===== config.mk =====
export PLATFORM = sky130hd
export DESIGN_NAME = nes_cart_io_top
export DESIGN_NICKNAME = d
export VERILOG_FILES = /design/src/hdl/nes_cart_pkg.sv /design/src/hdl/ines_loader_fsm.sv /design/src/hdl/ines_flags_decode.sv /design/src/hdl/joypad_frame_builder.sv /design/src/hdl/joypad_port.sv /design/src/hdl/nes_cart_io_top.sv
export SDC_FILE = /design/constraint.sdc
export NUM_CORES = 1
export LEC_CHECK = 0
export ABC_AREA = 0
export BUFFER_PORTS_ARGS = -buffer_cell sky130_fd_sc_hd__buf_2
export CAP_MARGIN = 40
export CORE_MARGIN = 3
export CORE_UTILIZATION = 60
export DETAILED_ROUTE_END_ITERATION = 7
export PLACE_DENSITY = 0.9
export SLEW_MARGIN = 5
export SYNTH_ARGS = -nofsm -noshare
export SYNTH_HDL_FRONTEND = slang
export SYNTH_HIERARCHICAL = 1
export SYNTH_SLANG_ARGS = --single-unit

===== constraint.sdc =====
create_clock -name clk -period 2.9 [get_ports clk]
set_input_delay 0.29 -clock clk [delete_from_list [all_inputs] [get_ports clk]]
set_output_delay 0.29 -clock clk [all_outputs]
set_load 0.02 [all_outputs]

===== src/hdl/nes_cart_pkg.sv =====
// Shared definitions for the cartridge image loader and controller ports
// Address map, iNES header constants, loader states and bus structs
`default_nettype none

package nes_cart_pkg;

	// Cartridge memory map
	localparam int ADDR_W = 22;
	localparam logic [ADDR_W-1:0] CHR_BASE = 22'h200000;  // CHR ROM follows 2 MB of PRG space

	// Page counts in the header are in 16 KB (PRG) and 8 KB (CHR) units
	localparam int PRG_PAGE_BITS = 14;
	localparam int CHR_PAGE_BITS = 13;

	// iNES signature "NES" followed by MS-DOS end of file
	localparam logic [7:0] INES_SIG0 = 8'h4E;
	localparam logic [7:0] INES_SIG1 = 8'h45;
	localparam logic [7:0] INES_SIG2 = 8'h53;
	localparam logic [7:0] INES_SIG3 = 8'h1A;
	localparam int HDR_BYTES = 16;

	// Controller serial ports
	localparam int PAD_FRAME_W = 24;
	localparam int NUM_PADS = 2;
	localparam logic [7:0] MTAP_SIG_A = 8'h08;  // Four Score signature, port 1
	localparam logic [7:0] MTAP_SIG_B = 8'h04;  // Four Score signature, port 2

	typedef enum logic [2:0] {
		ld_header,
		ld_prg,
		ld_chr,
		ld_done,
		ld_error
	} loader_state_e;

	// Raw header as captured, byte 0 in the lowest slot
	typedef logic [HDR_BYTES-1:0][7:0] ines_header_t;

	// One byte write into cartridge memory
	typedef struct packed {
		logic              valid;
		logic [ADDR_W-1:0] addr;
		logic [7:0]        data;
	} mem_write_t;

	// Decoded cartridge configuration handed to the mapper logic
	typedef struct packed {
		logic [7:0] submapper;    // NES 2.0 byte 8, zero otherwise
		logic       four_screen;
		logic       chr_ram;      // No CHR ROM in the image
		logic       mirroring;    // Already XORed with the invert switch
		logic [2:0] chr_size;
		logic [2:0] prg_size;
		logic [7:0] mapper;
	} mapper_flags_t;

	// Host joystick byte, bit 7 down to bit 0
	typedef struct packed {
		logic start;
		logic select;
		logic b;
		logic a;
		logic up;
		logic down;
		logic left;
		logic right;
	} pad_buttons_t;

	typedef logic [PAD_FRAME_W-1:0] pad_frame_t;

endpackage

`default_nettype wire


===== src/hdl/ines_loader_fsm.sv =====
// iNES image loader
// Captures the 16-byte header, checks it, then streams PRG and CHR bytes
// into cartridge memory and reports done or error
`timescale 1ns/1ps
`default_nettype none

module ines_loader_fsm import nes_cart_pkg::*; (
	input  wire logic         clk,
	input  wire logic         reset,
	input  wire logic         downloading,
	input  wire logic [7:0]   in_byte,
	input  wire logic         in_strobe,
	input  wire logic [7:0]   prg_pages,
	input  wire logic [7:0]   chr_pages,
	output mem_write_t        mem_wr,
	output ines_header_t      header_bytes,
	output logic              hdr_done,
	output logic              done,
	output logic              error
);

	loader_state_e     state;
	logic [3:0]        hdr_cnt;
	ines_header_t      hdr_q;
	logic [ADDR_W-1:0] byte_cnt;   // Bytes still expected in the current region
	logic [ADDR_W-1:0] addr_q;
	logic              downloading_q;
	logic              dl_rise;
	logic              dl_fall;
	logic              hdr_last;
	logic              sig_ok;
	logic              last_byte;

	assign dl_rise = downloading & ~downloading_q;
	assign dl_fall = ~downloading & downloading_q;
	assign hdr_last = in_strobe && (hdr_cnt == 4'(HDR_BYTES - 1));

	// Trainers are not supported, so a set bit 2 in flags 6 counts as a bad header
	assign sig_ok = (hdr_q[0] == INES_SIG0) && (hdr_q[1] == INES_SIG1) &&
		(hdr_q[2] == INES_SIG2) && (hdr_q[3] == INES_SIG3) && !hdr_q[6][2];

	always_comb begin
		mem_wr.valid = in_strobe && (state == ld_prg || state == ld_chr) && (byte_cnt != '0);
		mem_wr.addr = addr_q;
		mem_wr.data = in_byte;
	end

	assign last_byte = mem_wr.valid && (byte_cnt == ADDR_W'(1));
	assign header_bytes = hdr_q;

	// Header bytes are plain storage
	always_ff @(posedge clk) begin
		if (in_strobe && (state == ld_header || dl_rise)) begin
			hdr_q[dl_rise ? 4'd0 : hdr_cnt] <= in_byte;
		end
	end

	always_ff @(posedge clk) begin
		if (reset) begin
			state <= ld_header;
			hdr_cnt <= '0;
			byte_cnt <= '0;
			addr_q <= '0;
			downloading_q <= 1'b0;
			hdr_done <= 1'b0;
			done <= 1'b0;
			error <= 1'b0;
		end else begin
			downloading_q <= downloading;
			hdr_done <= 1'b0;
			if (dl_rise) begin
				// New image, a byte arriving with the rise is header byte 0
				state <= ld_header;
				hdr_cnt <= in_strobe ? 4'd1 : 4'd0;
				byte_cnt <= '0;
				addr_q <= '0;
				done <= 1'b0;
				error <= 1'b0;
			end else begin
				case (state)
					ld_header: begin
						if (in_strobe) begin
							hdr_cnt <= hdr_cnt + 4'd1;
						end
						if (hdr_last) begin
							if (sig_ok) begin
								state <= ld_prg;
								addr_q <= '0;
								byte_cnt <= ADDR_W'(prg_pages) << PRG_PAGE_BITS;
								hdr_done <= 1'b1;
							end else begin
								state <= ld_error;
								done <= 1'b1;
								error <= 1'b1;
							end
						end
					end
					ld_prg: begin
						if (mem_wr.valid) begin
							byte_cnt <= byte_cnt - ADDR_W'(1);
							addr_q <= addr_q + ADDR_W'(1);
						end
						// Empty PRG region only happens with a zero page count
						if (last_byte || byte_cnt == '0) begin
							if (chr_pages == '0) begin
								state <= ld_done;   // CHR RAM cartridge
								done <= 1'b1;
							end else begin
								state <= ld_chr;
								addr_q <= CHR_BASE;
								byte_cnt <= ADDR_W'(chr_pages) << CHR_PAGE_BITS;
							end
						end
					end
					ld_chr: begin
						if (mem_wr.valid) begin
							byte_cnt <= byte_cnt - ADDR_W'(1);
							addr_q <= addr_q + ADDR_W'(1);
						end
						if (last_byte) begin
							state <= ld_done;
							done <= 1'b1;
						end
					end
					default: ;  // Trailing bytes are dropped until the next download
				endcase

				// Download ended early, a partial header is an error
				if (dl_fall && (state == ld_prg || state == ld_chr) && !last_byte) begin
					state <= ld_done;
					done <= 1'b1;
				end
				if (dl_fall && state == ld_header && hdr_cnt != '0 && !hdr_last) begin
					state <= ld_error;
					done <= 1'b1;
					error <= 1'b1;
				end
			end
		end
	end

endmodule

`default_nettype wire


===== src/hdl/ines_flags_decode.sv =====
// iNES header decoder
// Derives page counts, size codes and mapper number from the raw header
// and latches the mapper flags once the header is accepted
`timescale 1ns/1ps
`default_nettype none

module ines_flags_decode import nes_cart_pkg::*; (
	input  wire logic          clk,
	input  wire logic          reset,
	input  wire ines_header_t  header_bytes,
	input  wire logic          hdr_done,
	input  wire logic          invert_mirroring,
	output logic [7:0]         prg_pages,
	output logic [7:0]         chr_pages,
	output mapper_flags_t      mapper_flags
);

	logic          is_nes20;
	logic          is_dirty;
	mapper_flags_t flags_next;

	// Log2 of the page count rounded up, 0 and 1 both give 0
	function automatic logic [2:0] size_code(input logic [7:0] pages);
		logic [2:0] code;
		code = 3'd0;
		for (int i = 0; i < 7; i++) begin
			if (pages > (8'd1 << i)) begin
				code = 3'(i + 1);
			end
		end
		return code;
	endfunction

	assign prg_pages = header_bytes[4];
	assign chr_pages = header_bytes[5];

	assign is_nes20 = (header_bytes[7][3:2] == 2'b10);
	// Old dumps often carry junk in bytes 8 to 15, including a bogus upper mapper nibble
	assign is_dirty = !is_nes20 && (|header_bytes[15:8]);

	always_comb begin
		flags_next.mapper = {is_dirty ? 4'h0 : header_bytes[7][7:4], header_bytes[6][7:4]};
		flags_next.prg_size = size_code(prg_pages);
		flags_next.chr_size = size_code(chr_pages);
		flags_next.mirroring = header_bytes[6][0] ^ invert_mirroring;
		flags_next.chr_ram = (chr_pages == 8'd0);
		flags_next.four_screen = header_bytes[6][3];
		flags_next.submapper = is_nes20 ? header_bytes[8] : 8'h00;
	end

	always_ff @(posedge clk) begin
		if (reset) begin
			mapper_flags <= '0;
		end else if (hdr_done) begin
			mapper_flags <= flags_next;  // Held until the next accepted header
		end
	end

endmodule

`default_nettype wire


===== src/hdl/joypad_frame_builder.sv =====
// Controller frame builder
// Puts host buttons into console serial order and forms the 24-bit frame
// of each port, with optional port swap and Four Score signatures
`timescale 1ns/1ps
`default_nettype none

module joypad_frame_builder import nes_cart_pkg::*; (
	input  wire pad_buttons_t joy [4],
	input  wire logic         swap,
	input  wire logic         multitap,
	output pad_frame_t        frames [NUM_PADS]
);

	pad_buttons_t near_pad [NUM_PADS];  // Pads plugged straight into the ports

	// Bit 0 is shifted out first: A, B, Select, Start, Up, Down, Left, Right
	function automatic logic [7:0] to_serial(input pad_buttons_t p);
		return {p.right, p.left, p.down, p.up, p.start, p.select, p.b, p.a};
	endfunction

	function automatic logic [7:0] mtap_sig(input int port);
		return (port == 0) ? MTAP_SIG_A : MTAP_SIG_B;
	endfunction

	always_comb begin
		for (int i = 0; i < NUM_PADS; i++) begin
			near_pad[i] = swap ? joy[NUM_PADS - 1 - i] : joy[i];  // Swap only touches pads 0 and 1
		end
	end

	always_comb begin
		for (int i = 0; i < NUM_PADS; i++) begin
			if (multitap) begin
				frames[i] = {mtap_sig(i), to_serial(joy[i + 2]), to_serial(near_pad[i])};
			end else begin
				frames[i] = {16'h0000, to_serial(near_pad[i])};
			end
		end
	end

endmodule

`default_nettype wire


===== src/hdl/joypad_port.sv =====
// One controller serial port
// Loads a frame while the console strobes and shifts on joypad clock falls
`timescale 1ns/1ps
`default_nettype none

module joypad_port import nes_cart_pkg::*; (
	input  wire logic       clk,
	input  wire logic       reset,
	input  wire pad_frame_t frame,
	input  wire logic       strobe,
	input  wire logic       pad_clock,
	output logic            pad_data
);

	pad_frame_t shift_q;
	logic       pad_clock_q;
	logic       clock_fall;

	assign clock_fall = !pad_clock && pad_clock_q;

	always_ff @(posedge clk) begin
		if (reset) begin
			shift_q <= '0;
			pad_clock_q <= 1'b0;
		end else begin
			pad_clock_q <= pad_clock;
			if (strobe) begin
				shift_q <= frame;
			end
			if (clock_fall) begin
				shift_q <= {1'b0, shift_q[PAD_FRAME_W-1:1]};  // Reads 0 once the frame is spent
			end
		end
	end

	assign pad_data = shift_q[0];

endmodule

`default_nettype wire


===== src/hdl/nes_cart_io_top.sv =====
// Cartridge loader and controller port top level
// Ties the iNES loader to its header decoder and drives the serial ports
`timescale 1ns/1ps
`default_nettype none

module nes_cart_io_top import nes_cart_pkg::*; (
	input  wire logic                clk,
	input  wire logic                reset,
	input  wire logic                downloading,
	input  wire logic [7:0]          in_byte,
	input  wire logic                in_strobe,
	input  wire logic                invert_mirroring,
	input  wire pad_buttons_t        joy [4],
	input  wire logic                swap,
	input  wire logic                multitap,
	input  wire logic                joypad_strobe,
	input  wire logic [NUM_PADS-1:0] joypad_clock,
	output mem_write_t               mem_wr,
	output mapper_flags_t            mapper_flags,
	output logic                     done,
	output logic                     error,
	output logic [NUM_PADS-1:0]      pad_data
);

	ines_header_t header_bytes;
	logic         hdr_done;
	logic [7:0]   prg_pages;
	logic [7:0]   chr_pages;
	pad_frame_t   frames [NUM_PADS];

	ines_loader_fsm i_ines_loader_fsm (
		.clk          (clk),
		.reset        (reset),
		.downloading  (downloading),
		.in_byte      (in_byte),
		.in_strobe    (in_strobe),
		.prg_pages    (prg_pages),
		.chr_pages    (chr_pages),
		.mem_wr       (mem_wr),
		.header_bytes (header_bytes),
		.hdr_done     (hdr_done),
		.done         (done),
		.error        (error)
	);

	// Page counts flow back to the loader for its byte counters
	ines_flags_decode i_ines_flags_decode (
		.clk              (clk),
		.reset            (reset),
		.header_bytes     (header_bytes),
		.hdr_done         (hdr_done),
		.invert_mirroring (invert_mirroring),
		.prg_pages        (prg_pages),
		.chr_pages        (chr_pages),
		.mapper_flags     (mapper_flags)
	);

	joypad_frame_builder i_joypad_frame_builder (
		.joy      (joy),
		.swap     (swap),
		.multitap (multitap),
		.frames   (frames)
	);

	for (genvar i = 0; i < NUM_PADS; i++) begin : g_port
		joypad_port i_joypad_port (
			.clk       (clk),
			.reset     (reset),
			.frame     (frames[i]),
			.strobe    (joypad_strobe),   // Shared by both ports
			.pad_clock (joypad_clock[i]),
			.pad_data  (pad_data[i])
		);
	end

endmodule

`default_nettype wire


Word level (Yosys, flattened, before mapping)

Index checks and enable logic that the tools add are counted.

Output and inout bits: 60
Bits in registers: 256
Word-level logic and storage cells: 196
Input bits: 50

Equal/unequal tests: 20
Bitwise operators: 7
Muxes and demuxes: 63
Reductions and logical operators: 51
Magnitude comparators: 16
Add/sub/neg operators: 3

Operators with widths:

| kind                  | count |
|---|---|
| $mux 22               | 10 |
| $pmux 22 s3           | 2 |
| $bwmux 128            | 1 |
| $mux 23               | 4 |
| $reduce_or 64->1      | 1 |
| $mux 3                | 14 |
| $demux 8 s4           | 1 |
| $mux 8                | 4 |
| $eq 8x7->1 const B    | 3 |
| $add 22x1->22 const B | 1 |
| $eq 22x1->1 const B   | 1 |
| $logic_not 22->1      | 1 |
| $reduce_bool 22->1    | 1 |
| $sub 22x1->22 const B | 1 |
| $mux 20               | 1 |
| $mux 4                | 5 |
| $mux 19               | 1 |
| $logic_and 1x1->1     | 18 |
| $gt 8x1->1 const B    | 2 |
| $gt 8x2->1 const B    | 2 |
| $gt 8x3->1 const B    | 2 |
| $gt 8x4->1 const B    | 2 |
| $gt 8x5->1 const B    | 2 |
| $gt 8x6->1 const B    | 2 |
| 37 further kinds      | 78 |

Depth between registers and ports, before layout

Gate-level depths: netlist (run 1).

Depth after elaboration: 10
Mapped depth: 9
Gate-level depth less buffers: 8

By module

Netlist (run 1), hierarchy kept.

By module, submodules not included:

| module               | cells an instance | area each (µm²) | instances |
|---|---|---|---|
| ines_loader_fsm      | 567               | 7412.1          | 1 |
| joypad_port          | 111               | 1224.9          | 2 |
| ines_flags_decode    | 172               | 1416.4          | 1 |
| joypad_frame_builder | 52                | 476.7           | 1 |

Worst setup path before layout (run 1)

OpenSTA, ideal clock, no wires.

Path type: reg-to-reg
Start point: register i_ines_loader_fsm.state[0]
End point: register i_ines_loader_fsm.hdr_q, in the netlist i_ines_loader_fsm/header_bytes[10] (enable)
Stages on the path, launching flop included: 7
Required time: 2.517 ns
Path slack: 0.646 ns
Arrival time: 1.871 ns
Period minus slack after synthesis: 2.254 ns
Path through: dfxtp_1 buf_6 nor3_2 nand2_1 nor2_1 nand3_1 nor3_1

Cells in the longest elaborated chain, start to end: 3

RTL lines:

| what                           | RTL line              | text |
|---|---|---|
| start: declaration             | ines_loader_fsm.sv:22 | `loader_state_e state;` |
| start signal: assignment       | ines_loader_fsm.sv:60 | `state <= ld_header;` |
| start signal: assignment       | ines_loader_fsm.sv:73 | `state <= ld_header;` |
| start signal: assignment       | ines_loader_fsm.sv:87 | `state <= ld_prg;` |
| $logic_not 3->1                | ines_loader_fsm.sv:53 | `if (in_strobe && (state == ld_header \|\| dl_rise)) begin` |
| $logic_or 1x1->1               | ines_loader_fsm.sv:53 |  |
| $logic_and 1x1->1              | ines_loader_fsm.sv:53 |  |
| end signal: indexed assignment | ines_loader_fsm.sv:54 | `hdr_q[dl_rise ? 4'd0 : hdr_cnt] <= in_byte;` |
| end: declaration               | ines_loader_fsm.sv:24 | `ines_header_t hdr_q;` |

No other way between the ends.
A chain may end at the register's enable or synchronous reset.

==> run metrics, run 1 <==
outcome complete, no violations; final period utilization 93.6%; worst-path fanout max 17; crit path DAT between 2 and 2.5 ns; P_leak 4.64 nW; Max Freq roughly 370 MHz; htree depth 1; unrepaired setup endpoints after global routing false; drt first pass iters 5; CP Capture Type primary output; # diodes 0; GR Overflow Total 0; Layout fillers about 1.3k; share of post-route cells with drive strength above 1 approximately a fifth; Buffers on Ports 109; Hold EP i_ines_loader_fsm/downloading_q; vias a little over 8k; max-capacitance violation count 0; R2R depth 6; startpoint types register; vias in the first global route 8074; TritonCTS clock tree built; Iter 0 DRT Violations 687; clk_lat worst skew ~0.52 ns; final core occ between 60% and 70%; Die Y 145 um; Tot GR Track Use around 22%; Via density roughly 6; Final Hold Fails 0; Slew Limit Headroom a little over two fifths; Area Overhead vs Synth 9.71%; Setup-failing EPs final 0; largest net degree at the start of global routing 43; hold depth 2; Cell Rows 50; die area approximately 21000 sq um; clock buffer depth 3; Hold Path Origin downloading; Power Total roughly 7.3 mW; first-pass GRT wire length 39.9 mm; initial antenna violation count 0; gpl congestion ~0.91; # DRC 0; clock-pin slew on the worst setup and hold paths approximately 0.060 ns; FF-to-FF setup slack between 0.3 and 0.4 ns; Hold WC Path Type in -> reg; fin nets 1139; pwr dens ~570 nW/um^2; Crit Path Class reg -> out; Final Skew approximately 0.013 ns; Syn Area/Cell about 12 sq um; synthesized cell area approximately 12000 sq um; die width between 100 and 150 um; fin cells approximately 1.4k; worst reg2reg endpoint i_ines_loader_fsm/byte_cnt[15]; CTS root buf clkbuf_16; max-slew violations 0; Inst Count DP 1316; Worst R2R Start i_ines_loader_fsm/header_bytes[0]; Core Box Area between 15000 and 20000 sq um; worst slew pin tran ~0.86 ns; Top-Level Pins 110; post-DP HPWL around 16 mm; Routed Antenna Nets 0; worst vdd ir between 0.5 and 0.6 mV; Starting Density a little over 60%; WHS 0.0510 ns; Num CTS Buffers 25; detailed-route wire length around 25 mm; Worst Path Required around 2.6 ns; gate count of the mapped netlist around 1.0k; TNS Setup 0 ns; WL/cell roughly 18 um; YS warnings 6; minimum clock period around 2.7 ns; CTS Sinks ~260
-- per-stage QoR --
stage | setup WS [ns] | cell area, sq um
2_1_floorplan | 0.646 | 11700
3_3_place_gp | 0.553 | 12000
3_5_place_dp | 0.509 | 12000
4_1_cts | 0.0185 | 12800
5_1_grt | 0.0500 | 12800
6_report | 0.185 | 12800
-- repair_timing --
item / in CTS / in global routing
hold buffers: 0 / 0
setup buffers: 0 / 0
setup endpoints to repair: 0 / 1
resized for setup: 0 / 1
-- critical path, cell delays in order, from the launching register on --
cell and delay, ns:
dfxtp_1 0.54, xor2_1 0.20, and3_1 0.27, o21a_2 0.39, buf_4 0.29, buf_2 0.20
-- flip-flops by register name, indices dropped and copies added (netlist names), 2 cells and up --
register,cells
g_port.i_joypad_port/shift_q,48
g_port.i_joypad_port/pad_clock_q,2
i_ines_loader_fsm/state,3
i_ines_loader_fsm/header_bytes,125
i_ines_loader_fsm/byte_cnt,22
i_ines_loader_fsm/addr_q,22
i_ines_loader_fsm/hdr_cnt,4
i_ines_flags_decode/mapper_flags,25
-- cell usage in the layout (no fill, tap or decap), drive strengths merged, types with 6 or more instances in the layout --
| cell type | n |
|---|---|
| a311oi | 6 |
| a21oi | 22 |
| o31ai | 8 |
| conb | 14 |
| nor2b | 13 |
| inv | 15 |
| nor4b | 7 |
| nor3b | 46 |
| nand4 | 19 |
| edfxtp | 125 |
| dfxtp | 130 |
| nor3 | 23 |
| or4 | 9 |
| clkinv | 6 |
| mux2 | 18 |
| nor2 | 104 |
| nand2 | 37 |
| and2 | 25 |
| xnor2 | 18 |
| o21ai | 23 |
| mux2i | 53 |
| a211oi | 55 |
| a22oi | 7 |
| xor2 | 17 |
| nor4 | 28 |
| nand3b | 6 |
| nand2b | 9 |
| buf | 125 |
| nand3 | 25 |
| a31oi | 7 |
| clkbuf | 38 |
| ha | 6 |
-- final cells by class --
cell class / instances / area (sq um) / area share, %
clock buffer: 38 / 737 / 5.76
sequential: 255 / 6360 / 49.7
multi-input combinational: 662 / 4610 / 36.1
tap: 260 / 325 / 2.54
clock inverter: 8 / 46.3 / 0.362
timing repair buffer: 125 / 666 / 5.20
inverter: 14 / 52.6 / 0.411
-- per-layer routing --
metal | track usage (%) | up-vias | wire length [um]
met2 | 37.9 | 365 | 12000
met5 | 0 | - | 0
li1 | - | 3854 | -
met4 | 6.79 | 0 | 666
met1 | 29.6 | 3921 | 10200
met3 | 3.67 | 67 | 1770
-- worst max-delay path by stage --
stage	depth (start not counted)	end	startpoint
6_report	5	mem_wr[30]	i_ines_loader_fsm/state[0]
5_1_grt	5	mem_wr[30]	i_ines_loader_fsm/state[0]
4_1_cts	5	mem_wr[30]	i_ines_loader_fsm/state[0]
3_5_place_dp	6	i_ines_loader_fsm/addr_q[12]	i_ines_loader_fsm/state[0]
3_3_place_gp	7	i_ines_loader_fsm/byte_cnt[13]	i_ines_loader_fsm/header_bytes[0]
2_1_floorplan	6	i_ines_loader_fsm/header_bytes[10]	i_ines_loader_fsm/state[0]
-- report_power, final --
part | leakage, nW | switching, mW | total (mW) | internal (mW)
combinational | 2.06 | 0.213 | 0.367 | 0.154
clock | 0.386 | 1.30 | 3.06 | 1.76
sequential | 2.19 | 0.0406 | 3.88 | 3.84
total | 4.64 | 1.55 | 7.31 | 5.75
Note: power is estimated with default switching activity, not from simulation.
==> run 2: changes to the inputs <==
CORE_UTILIZATION = 54   (was 60)
PLACE_DENSITY = 0.86   (was 0.9)
clock period = 2.4 ns   (was 2.9 ns; I/O delays follow)
==> run 2 against run 1 <==
Net effect: the flow now finishes with violations (setup timing); power increased by 25%; setup slack got worse by 0.20 ns; sequential power increased by 21%; combinational power increased by 26%; critical path type is now reg -> reg; critical endpoint is now i_ines_loader_fsm/byte_cnt[16].
==> run metrics, run 2 (synthesis gave the netlist of run 1 again) <==
worst slew pin tran 0.751 ns (was 0.864 ns); max reg flops 125 (unchanged); # DRC 0 (unchanged); Setup-failing EPs final 2 (was 0); worst-path fanout max 7 (was 17); Starting Density 55.1% (was 61.7%); minimum clock period about 2.4 ns; outcome finished with violations (was complete, no violations); met2 wire len 12.7 mm (was 12.0 mm); largest net degree at the start of global routing 38 (was 43); Cell Rows 53 (was 50); top routing layer in use met4 (unchanged); GR Overflow Total 0 (unchanged); Max Freq between 400 and 500 MHz; fin nets 1179 (was 1139); P_leak 4.90 nW (was 4.64 nW); Finished Cell Area 13300 sq um (was 12800 sq um); Crit Path Class reg -> reg (was reg -> out); initial antenna violation count 0 (unchanged); TritonCTS clock tree built (unchanged); vias 8398 (was 8207); most frequent cells in the layout edfxtp_1 (125), dfxtp_1 (123), buf_2 (109), nor2_1 (102) (was dfxtp_1 (130), edfxtp_1 (125), buf_2 (109), nor2_1 (102)); Via density 5.92 (was 6.03); WHS 0.0715 ns (was 0.0510 ns); die area 23400 sq um (was 21200 sq um); max-slew violations 0 (unchanged); CTS root buf clkbuf_16 (unchanged); Buffers on Ports 109 (unchanged); DR WL met3 1.90 mm (was 1.77 mm); clock buffer depth 3 (unchanged); violated checks setup timing; die width 153 um (was 145 um); Area Overhead vs Synth 14.0% (was 9.71%); Iter 0 DRT Violations 706 (was 687); share of post-route cells with drive strength above 1 24.1% (was 19.8%); Hold WC Path Type in -> reg (unchanged); Final Hold Fails 0 (unchanged); crit path DAT 2.79 ns (was 2.43 ns); routed metal-1 wirelength 10.6 mm (was 10.2 mm); clk_lat worst skew 0.53 ns (was 0.52 ns); final core occ 62.8% (was 67.7%); pwr dens 689 nW/um^2 (was 571 nW/um^2); vias in the first global route 8260 (was 8074); CP Capture Type register (was primary output); # diodes 0 (unchanged); Tot GR Track Use 21.4% (was 22.3%); Inst Count DP 1361 (was 1316); commonest non-fill, non-tap cell in the layout edfxtp_1 (was dfxtp_1); startpoint types register (unchanged); detailed-route wire length 25.7 mm (was 24.6 mm); Num CTS Buffers 26 (was 25); htree depth 1 (unchanged); Post-DP Area 12300 sq um (was 12000 sq um); Routed Antenna Nets 0 (unchanged); Top-Level Pins 110 (unchanged); clock-pin slew on the worst setup and hold paths 0.06 ns (about the same); final period utilization 101%; Die Y 153 um (was 145 um); unrepaired setup endpoints after global routing true (was false); CTS Sinks 255 (unchanged); worst vdd ir 0.591 mV (was 0.550 mV); gpl congestion 0.919 (was 0.912); first-pass GRT wire length 42.2 mm (was 39.9 mm); Worst Path Required 2.78 ns (was 2.61 ns); max-capacitance violation count 0 (unchanged); Slew Limit Headroom 49.9% (was 41.9%); post-DP HPWL 16.6 mm (was 15.9 mm); TNS Setup -0.0214 ns (was 0 ns); Final Skew 0.0200 ns (was 0.0134 ns); WL/cell 18.1 um (was 18.0 um); fin cells 1418 (was 1362); Setup WS post-layout -0.0142 ns (was 0.185 ns); drt first pass iters 5 (unchanged); Core Box Area 21200 sq um (was 18900 sq um)
## run 2: worst paths after layout
path,startpoint,to,slack (ns),cells past startpoint
setup / recovery,i_ines_loader_fsm/header_bytes[7],i_ines_loader_fsm/byte_cnt[16],-0.01,6
hold / removal,in_strobe,i_ines_loader_fsm/hdr_cnt[0],0.07,3
setup reg to reg,i_ines_loader_fsm/header_bytes[7],i_ines_loader_fsm/byte_cnt[16],-0.01,6
hold reg to reg,i_ines_flags_decode/mapper_flags[12],i_ines_flags_decode/mapper_flags[12],0.48,2
## run 2: layout make-up
type                       count  area [sq um]
timing repair buffer         164           988
inverter                      14          52.6
clock buffer                  29           693
tap                          275           344
multi-input combinational    662          4670
clock inverter                19           175
sequential                   255          6370
fill                        1532          7860
## run 2: metal layers
layer  vias to the layer above  track usage [%]
met3                        50             3.68
met5                         -                0
met4                         0             5.26
li1                       3931                -
met2                       341             36.4
met1                      4076             28.7
## run 2: power breakdown
group	internal [mW]	leakage [nW]	switching (mW)
combinational	0.195	2.28	0.267
clock	2.31	0.420	1.69
sequential	4.64	2.19	0.0439
total	7.15	4.90	2.00
## run 2: worst max-delay path: stages, from the launching register on
cell and delay, ns:
edfxtp_1 0.36, nor4bb_1 0.40, nand4_1 0.26, or4_4 0.62, o21ai_4 0.30, mux2i_1 0.25, o21bai_1 0.08
## run 2: timing repair
action                                  4_1_cts  5_1_grt
hold endpoints to repair                      2        0
pin swaps                                     3        6
endpoints found under the setup margin        1       38
setup buffers                                 2        5
resized for setup                             8       11
hold buffers                                  2        0
## run 2: metrics by stage
| step | power [mW] | setup slack, ns |
|---|---|---|
| finish | 9.15 | -0.0142 |
| global route | 9.45 | -0.0571 |
| CTS | 9.23 | 0.0113 |
| detailed placement | 5.23 | 0.0574 |
| global placement | 5.22 | 0.191 |
| floorplan | 5.12 | 0.146 |
